--- src/rtl/nodePkg.sv ---
package nodePkg;

	// activation and weight width.
	localparam int ActWidth = 8;

	// one sign-extended product.
	localparam int ProdWidth = 16;

	// accumulator, wide enough for every product plus the bias.
	localparam int AccWidth = 23;

	// geometry of the reference neuron.
	localparam int DefaultInputs = 75;
	localparam int DefaultGroupSize = 25;

	// trained weights, input order.
	localparam logic signed [ActWidth-1:0] NodeWeights [DefaultInputs] = '{
		-8'sd2,  -8'sd26, -8'sd26, 8'sd2,   8'sd12,
		8'sd4,   8'sd34,  8'sd24,  8'sd14,  8'sd10,
		-8'sd24, -8'sd22, -8'sd54, -8'sd40, -8'sd2,
		8'sd50,  8'sd36,  8'sd30,  8'sd26,  8'sd20,
		8'sd22,  -8'sd2,  -8'sd20, 8'sd18,  8'sd22,
		-8'sd12, -8'sd4,  -8'sd12, 8'sd4,   8'sd2,
		-8'sd18, 8'sd0,   8'sd8,   8'sd16,  -8'sd10,
		8'sd4,   8'sd6,   8'sd4,   8'sd4,   8'sd0,
		-8'sd2,  -8'sd2,  -8'sd6,  8'sd20,  8'sd12,
		8'sd10,  -8'sd4,  8'sd12,  8'sd2,   8'sd6,
		-8'sd2,  8'sd2,   -8'sd2,  8'sd14,  8'sd30,
		8'sd20,  -8'sd4,  -8'sd12, -8'sd2,  8'sd30,
		8'sd12,  8'sd6,   -8'sd20, 8'sd26,  -8'sd12,
		-8'sd26, -8'sd26, -8'sd22, -8'sd24, 8'sd2,
		-8'sd4,  8'sd6,   -8'sd4,  -8'sd8,  8'sd16
	};

	// bias, already in accumulator format.
	localparam logic signed [AccWidth-1:0] NodeBias = 23'sd512;

	// quantizer.
	// the output keeps bits FracBits+ActWidth-1 down to FracBits.
	localparam int FracBits = 6;

	// value returned on overflow.
	localparam logic [ActWidth-1:0] SatLimit = 8'd127;

	// top of the overflow test; the bit above it is the sign.
	localparam int OverflowMsb = 21;

	// handshake controller.
	typedef enum logic [1:0]
	{
		stateIdle,
		stateBusy,
		stateAck,
		stateRelease
	} nodeState;

endpackage

--- src/rtl/nodeControl.sv ---
`timescale 1ns/100ps

module nodeControl
(
	input  logic clk,
	input  logic reset,
	input  logic req,
	input  logic resultValid,
	output logic capture,
	output logic ack
);

	import nodePkg::*;

	nodeState state;
	nodeState stateNext;

	// operands are taken on the edge that leaves idle.
	assign capture = (state == stateIdle) && req;

	always_comb
	begin
		stateNext = state;
		case (state)
			stateIdle:
			begin
				if (req)
					stateNext = stateBusy;
			end
			stateBusy:
			begin
				// wait for the quantizer.
				if (resultValid)
					stateNext = stateAck;
			end
			stateAck:
			begin
				// held here as long as the requester keeps req up.
				if (!req)
					stateNext = stateRelease;
			end
			stateRelease:
			begin
				stateNext = stateIdle;
			end
			default:
			begin
				stateNext = stateIdle;
			end
		endcase
	end

	always_ff @(posedge clk)
	begin
		if (reset)
		begin
			state <= stateIdle;
			ack <= 1'b0;
		end
		else
		begin
			state <= stateNext;
			// registered copy of the ack state.
			ack <= (stateNext == stateAck);
		end
	end

endmodule

--- src/rtl/dotProduct.sv ---
`timescale 1ns/100ps

module dotProduct
#(
	parameter int NumInputs = nodePkg::DefaultInputs,
	parameter int GroupSize = nodePkg::DefaultGroupSize
)
(
	input  logic clk,
	input  logic reset,
	input  logic capture,
	input  logic signed [nodePkg::ActWidth-1:0] features [NumInputs],
	output logic signed [nodePkg::AccWidth-1:0] total,
	output logic totalValid
);

	import nodePkg::*;

	// last group may be short.
	localparam int NumGroups = (NumInputs + GroupSize - 1) / GroupSize;

	logic signed [ActWidth-1:0] operands [NumInputs];
	logic signed [ProdWidth-1:0] products [NumInputs];
	logic signed [AccWidth-1:0] groupSums [NumGroups];
	logic signed [AccWidth-1:0] partialSums [NumGroups];
	logic signed [AccWidth-1:0] totalNext;
	logic operandValid;
	logic partialValid;

	// operand capture, once per transaction.
	always_ff @(posedge clk)
	begin
		if (capture)
			operands <= features;
	end

	genvar i;
	genvar g;

	// signed 8x8 products, sign-extended first.
	generate
		for (i = 0; i < NumInputs; i++)
		begin : genProduct
			assign products[i] = ProdWidth'(operands[i]) * ProdWidth'(NodeWeights[i]);
		end
	endgenerate

	// one adder tree per group.
	generate
		for (g = 0; g < NumGroups; g++)
		begin : genGroup
			localparam int First = g * GroupSize;
			localparam int Count =
				(NumInputs - First < GroupSize) ? NumInputs - First : GroupSize;

			logic signed [AccWidth-1:0] sum;

			always_comb
			begin
				sum = '0;
				for (int k = 0; k < Count; k++)
					sum = sum + AccWidth'(products[First + k]);
			end

			assign groupSums[g] = sum;
		end
	endgenerate

	// stage one.
	always_ff @(posedge clk)
	begin
		if (operandValid)
			partialSums <= groupSums;
	end

	// group total plus bias.
	always_comb
	begin
		totalNext = NodeBias;
		for (int n = 0; n < NumGroups; n++)
			totalNext = totalNext + partialSums[n];
	end

	// stage two.
	always_ff @(posedge clk)
	begin
		if (partialValid)
			total <= totalNext;
	end

	// valid bit walks alongside the data.
	always_ff @(posedge clk)
	begin
		if (reset)
		begin
			operandValid <= 1'b0;
			partialValid <= 1'b0;
			totalValid <= 1'b0;
		end
		else
		begin
			operandValid <= capture;
			partialValid <= operandValid;
			totalValid <= partialValid;
		end
	end

endmodule

--- src/rtl/activationQuantize.sv ---
`timescale 1ns/100ps

module activationQuantize
(
	input  logic clk,
	input  logic reset,
	input  logic signed [nodePkg::AccWidth-1:0] total,
	input  logic totalValid,
	output logic [nodePkg::ActWidth-1:0] result,
	output logic resultValid
);

	import nodePkg::*;

	// lowest bit that counts as overflow; also the top bit of the kept field.
	localparam int KeepMsb = FracBits + ActWidth - 1;

	logic [ActWidth-1:0] quantized;

	// relu, then saturate or round half up.
	always_comb
	begin
		if (total[AccWidth-1])
			quantized = '0;
		else if (|total[OverflowMsb:KeepMsb])
			quantized = SatLimit;
		else
			// can reach 128 at the top of the range.
			quantized = total[KeepMsb:FracBits] + ActWidth'(total[FracBits-1]);
	end

	always_ff @(posedge clk)
	begin
		if (reset)
		begin
			result <= '0;
			resultValid <= 1'b0;
		end
		else
		begin
			resultValid <= totalValid;
			// held until the next total arrives.
			if (totalValid)
				result <= quantized;
		end
	end

endmodule

--- src/rtl/nodeTop.sv ---
`timescale 1ns/100ps

module nodeTop
#(
	parameter int NumInputs = nodePkg::DefaultInputs,
	parameter int GroupSize = nodePkg::DefaultGroupSize
)
(
	input  logic clk,
	input  logic reset,
	input  logic req,
	input  logic signed [nodePkg::ActWidth-1:0] features [NumInputs],
	output logic ack,
	output logic [nodePkg::ActWidth-1:0] result
);

	import nodePkg::*;

	logic capture;
	logic signed [AccWidth-1:0] total;
	logic totalValid;
	logic resultValid;

	// req/ack sequencing.
	nodeControl control_i
	(
		.clk         (clk),
		.reset       (reset),
		.req         (req),
		.resultValid (resultValid),
		.capture     (capture),
		.ack         (ack)
	);

	// two-stage weighted sum.
	dotProduct
	#(
		.NumInputs (NumInputs),
		.GroupSize (GroupSize)
	)
	dotProduct_i
	(
		.clk        (clk),
		.reset      (reset),
		.capture    (capture),
		.features   (features),
		.total      (total),
		.totalValid (totalValid)
	);

	// 8-bit output stage.
	activationQuantize quantize_i
	(
		.clk         (clk),
		.reset       (reset),
		.total       (total),
		.totalValid  (totalValid),
		.result      (result),
		.resultValid (resultValid)
	);

endmodule

--- config.mk ---
export PLATFORM = sky130hd
export DESIGN_NAME = nodeTop
export DESIGN_NICKNAME = d
export VERILOG_FILES = /design/src/rtl/nodePkg.sv /design/src/rtl/nodeControl.sv /design/src/rtl/dotProduct.sv /design/src/rtl/activationQuantize.sv /design/src/rtl/nodeTop.sv
export SDC_FILE = /design/constraint.sdc
export NUM_CORES = 2
export LEC_CHECK = 0
export BUFFER_PORTS_ARGS = -buffer_cell sky130_fd_sc_hd__clkbuf_2
export CORE_MARGIN = 10
export CORE_UTILIZATION = 30
export CTS_BUF_LIST = sky130_fd_sc_hd__clkbuf_4
export CTS_CLUSTER_SIZE = 16
export DETAILED_ROUTE_END_ITERATION = 6
export GPL_TIMING_DRIVEN = 0
export PLACE_DENSITY_LB_ADDON = 0.08
export SYNTH_ARGS = -nofsm -noshare
export SYNTH_HDL_FRONTEND = slang
export SYNTH_SLANG_ARGS = --single-unit
--- constraint.sdc ---
create_clock -name clk -period 62.6 [get_ports clk]
set_input_delay 12.52 -clock clk [delete_from_list [all_inputs] [get_ports clk]]
set_output_delay 12.52 -clock clk [all_outputs]
set_load 0.02 [all_outputs]
==> metrics.txt <==
outcome=complete, no violations; via/cell ratio=4.29; CP max stage cell=nor3b_2; sequential area share after synthesis=26.3%; critical path startpoint category=primary input; reg2reg path depth=35; async set-reset flop share out of synthesis=0%; gr usage total=16.0%; FF/Latch Area=20400 µm²; Buf/Inv on CP=12; Max-Cap Viols=0; Post-Syn Area per Cell=11.6 µm²; Setup Skew=0.146 ns; initial antenna violation count=29; Fin. Hold Viols=0; worst r2r src=dotProduct_i.operands[168]; initial DRC count=2024; max_slew headroom=15.9%; list of most frequent post-synthesis cells=1766 x inv_1, 1187 x fa_1, 1069 x ha_1, 668 x edfxtp_1, 407 x xnor2_1; Port Buffers=595; EDFF count, synth=668; Crit Path Class=primary input to flop; reg2reg end=dotProduct_i.partialSums[20]; # setup viols final=0; post-route setup TNS=0 ns; dpl cell area=85400 µm²; CP Capture Type=flop; die width=528 µm; Syn. warnings=0; Core ar.=257000 µm²; R2R Setup Slk=50.87 ns; clock sink count=683; first-pass GRT wire length=332000 µm; synth top area cells=fa_1 31%, edfxtp_1 26%, ha_1 17%, inv_1 8.6%, xnor2_1 4.6%; top-count cell post-synth=inv_1; clk buf depth=4; Mapped Area=77400 µm²; DRT Pass-1 Iters=7; full die area=279000 µm²; Root Driver=clkbuf_4; row cnt=186; hold buffer count at cts=0; DRC viols=0; largest net degree at the start of global routing=68; Final Slew Violations=0; worst-path fanout max=14; Synth area leader=fa_1; I/O Pins=612; top_reg_cell synth=edfxtp_1; CTS tree=done; total grt overflow=0; Placer Congestion=0.819; Worst Tran Pin Value=1.25 ns; DR vias=47700; H-tree levels=4; CP Cell Sequence=clkbuf_2, nor3b_2, buf_8, buf_6, buf_6, buf_6, buf_6, buf_4, buf_6, buf_6, buf_6, buf_8, buf_6; crit-path most repeated cell=buf_6; worst min-delay path class=flop to flop; post-CTS sizing=0; ANT nets after route=0; clk_lat worst skew=1.23 ns; vias in the first global route=52900; Syn Nets=9547; die height=528 µm; initial core utilization=30.1%; Finished Cell Area=88100 µm²; post-CTS setup buffers=0; WP data arrival=15.65 ns; unrepaired setup endpoints after global routing=no; Inserted Clock Buffers=215; min Tclk post-route=14.77 ns; crit share post-route=23.6%; Syn-to-layout area delta=13.7%; fmax=67.7 MHz; HPWL after DPL=198000 µm; Synth top area share=30.7%; unique cell type count in the Yosys netlist=73; Routed wire per std cell=19.9 µm; nets@finish=10400; area of the multi-input gates=50400 µm²; Data required, critical path=63.48 ns; clock-pin slew on the worst setup and hold paths=0.08 ns; routed wire length=222000 µm; Worst path top cell family by delay=buffers and inverters; Hold Crit Depth=2; share of cells above drive strength 1=13.3%; fillers=26100; Mapped Cells=6688; Synth Register Bits=683; Largest stage delay, worst path=0.84 ns; Hold Crit Start=quantize_i.resultValid; Hold Path End=control_i.state[1]
==> through the flow <==
stage	setup slack (ns)	instances	hold slack [ns]	utilization (%)
3_3_place_gp	-20.32	10700	0.485	32.9
3_5_place_dp	46.61	10700	0.501	33.2
6_report	47.83	11100	0.506	34.3
2_1_floorplan	6.31	6688	0.474	-
4_1_cts	47.94	11100	0.513	34.3
5_1_grt	47.77	11100	0.546	34.3
==> layout make-up <==
cell class | count | share of cell area [%]
timing repair buffer | 656 | 4.18
tap | 3384 | 4.81
multi-input combinational | 4227 | 57.2
clock inverter | 72 | 0.456
sequential | 683 | 23.1
inverter | 1766 | 7.53
antenna | 7 | 0.0199
buffer | 12 | 0.0540
clock buffer | 305 | 2.60
==> layer usage <==
metal  global-route usage (%)  routed length (µm)  part of all wire (%)  up-vias
met5                        0                  85                 0.038        -
met1                     24.0              113000                    51    23400
met4                     3.66                5140                   2.3       12
met2                     23.4               92400                    42      903
met3                     3.37               11500                   5.2      247
li1                         -                   -                     -    23200
==> layout by cell type, fill, tap and decap left out, types with 8 or more instances in the layout <==
| cell | instances |
|---|---|
| a211oi_1 | 9 |
| a21o_1 | 144 |
| a21oi_1 | 280 |
| a31oi_1 | 15 |
| and3_1 | 11 |
| buf_6 | 50 |
| buf_8 | 8 |
| clkbuf_2 | 596 |
| clkbuf_4 | 305 |
| clkinv_1 | 47 |
| clkinv_2 | 18 |
| dfxtp_1 | 14 |
| edfxtp_1 | 668 |
| fa_1 | 1187 |
| ha_1 | 1069 |
| inv_1 | 1766 |
| mux2_2 | 15 |
| mux2i_1 | 18 |
| nand2_1 | 140 |
| nand2b_1 | 30 |
| nand3_1 | 38 |
| nand3b_1 | 10 |
| nand4_1 | 13 |
| nor2_1 | 158 |
| nor2b_1 | 65 |
| nor3_1 | 34 |
| nor4_1 | 15 |
| nor4b_1 | 8 |
| o21a_1 | 19 |
| o21ai_0 | 68 |
| o21ai_1 | 57 |
| o21bai_1 | 96 |
| o31a_1 | 9 |
| o31ai_1 | 11 |
| or2_2 | 15 |
| or3_1 | 10 |
| or4_1 | 8 |
| xnor2_1 | 407 |
| xor2_1 | 195 |
==> worst max-delay path by stage <==
stage | startpoint | endpoint | slack [ns] | depth (start not counted)
after floorplan | req | dotProduct_i.operands[0] | 6.31 | 1
after global placement | req | dotProduct_i.operands[322] | -20.32 | 2
after global routing | req | dotProduct_i.operands[354] | 47.77 | 13
final | req | dotProduct_i.operands[290] | 47.83 | 13
after detailed placement | req | dotProduct_i.operands[290] | 46.61 | 13
after CTS | quantize_i.result[0] | result[0] | 47.94 | 1
==> sequential cells by signal (all words and copies together) (netlist names) <==
signal,count
control_i.ack,1
control_i.state,2
dotProduct_i.operandValid,1
dotProduct_i.operands,584
dotProduct_i.partialSums,66
dotProduct_i.partialValid,1
dotProduct_i.total,18
dotProduct_i.totalValid,1
quantize_i.result,8
quantize_i.resultValid,1
==> logic make-up (layout without fill, tap and decap cells) <==
| logic type | count (synthesis) | in the layout | synth area share [%] |
|---|---|---|---|
| AOI/OAI and AO/OA | 760 | 760 | 6.17 |
| xor gates and xnor gates | 603 | 603 | 6.83 |
| adders and majority gates | 2256 | 2256 | 48.0 |
| buffers and inverters | 1778 | 2811 | 8.62 |
| DFF | 683 | 683 | 26.3 |
| muxes | 33 | 33 | 0.451 |
| other | 0 | 7 | 0 |
| and+or+nand+nor | 575 | 575 | 3.67 |
==> worst min-delay path: stages (launching register included) <==
cell and delay [ns]:
dfxtp_1 0.32, nand3b_1 0.10, a21oi_1 0.06
Power is left out: the tool's default activity adds up to more than one toggle a clock period on the data nets, which glitch-free logic cannot reach.
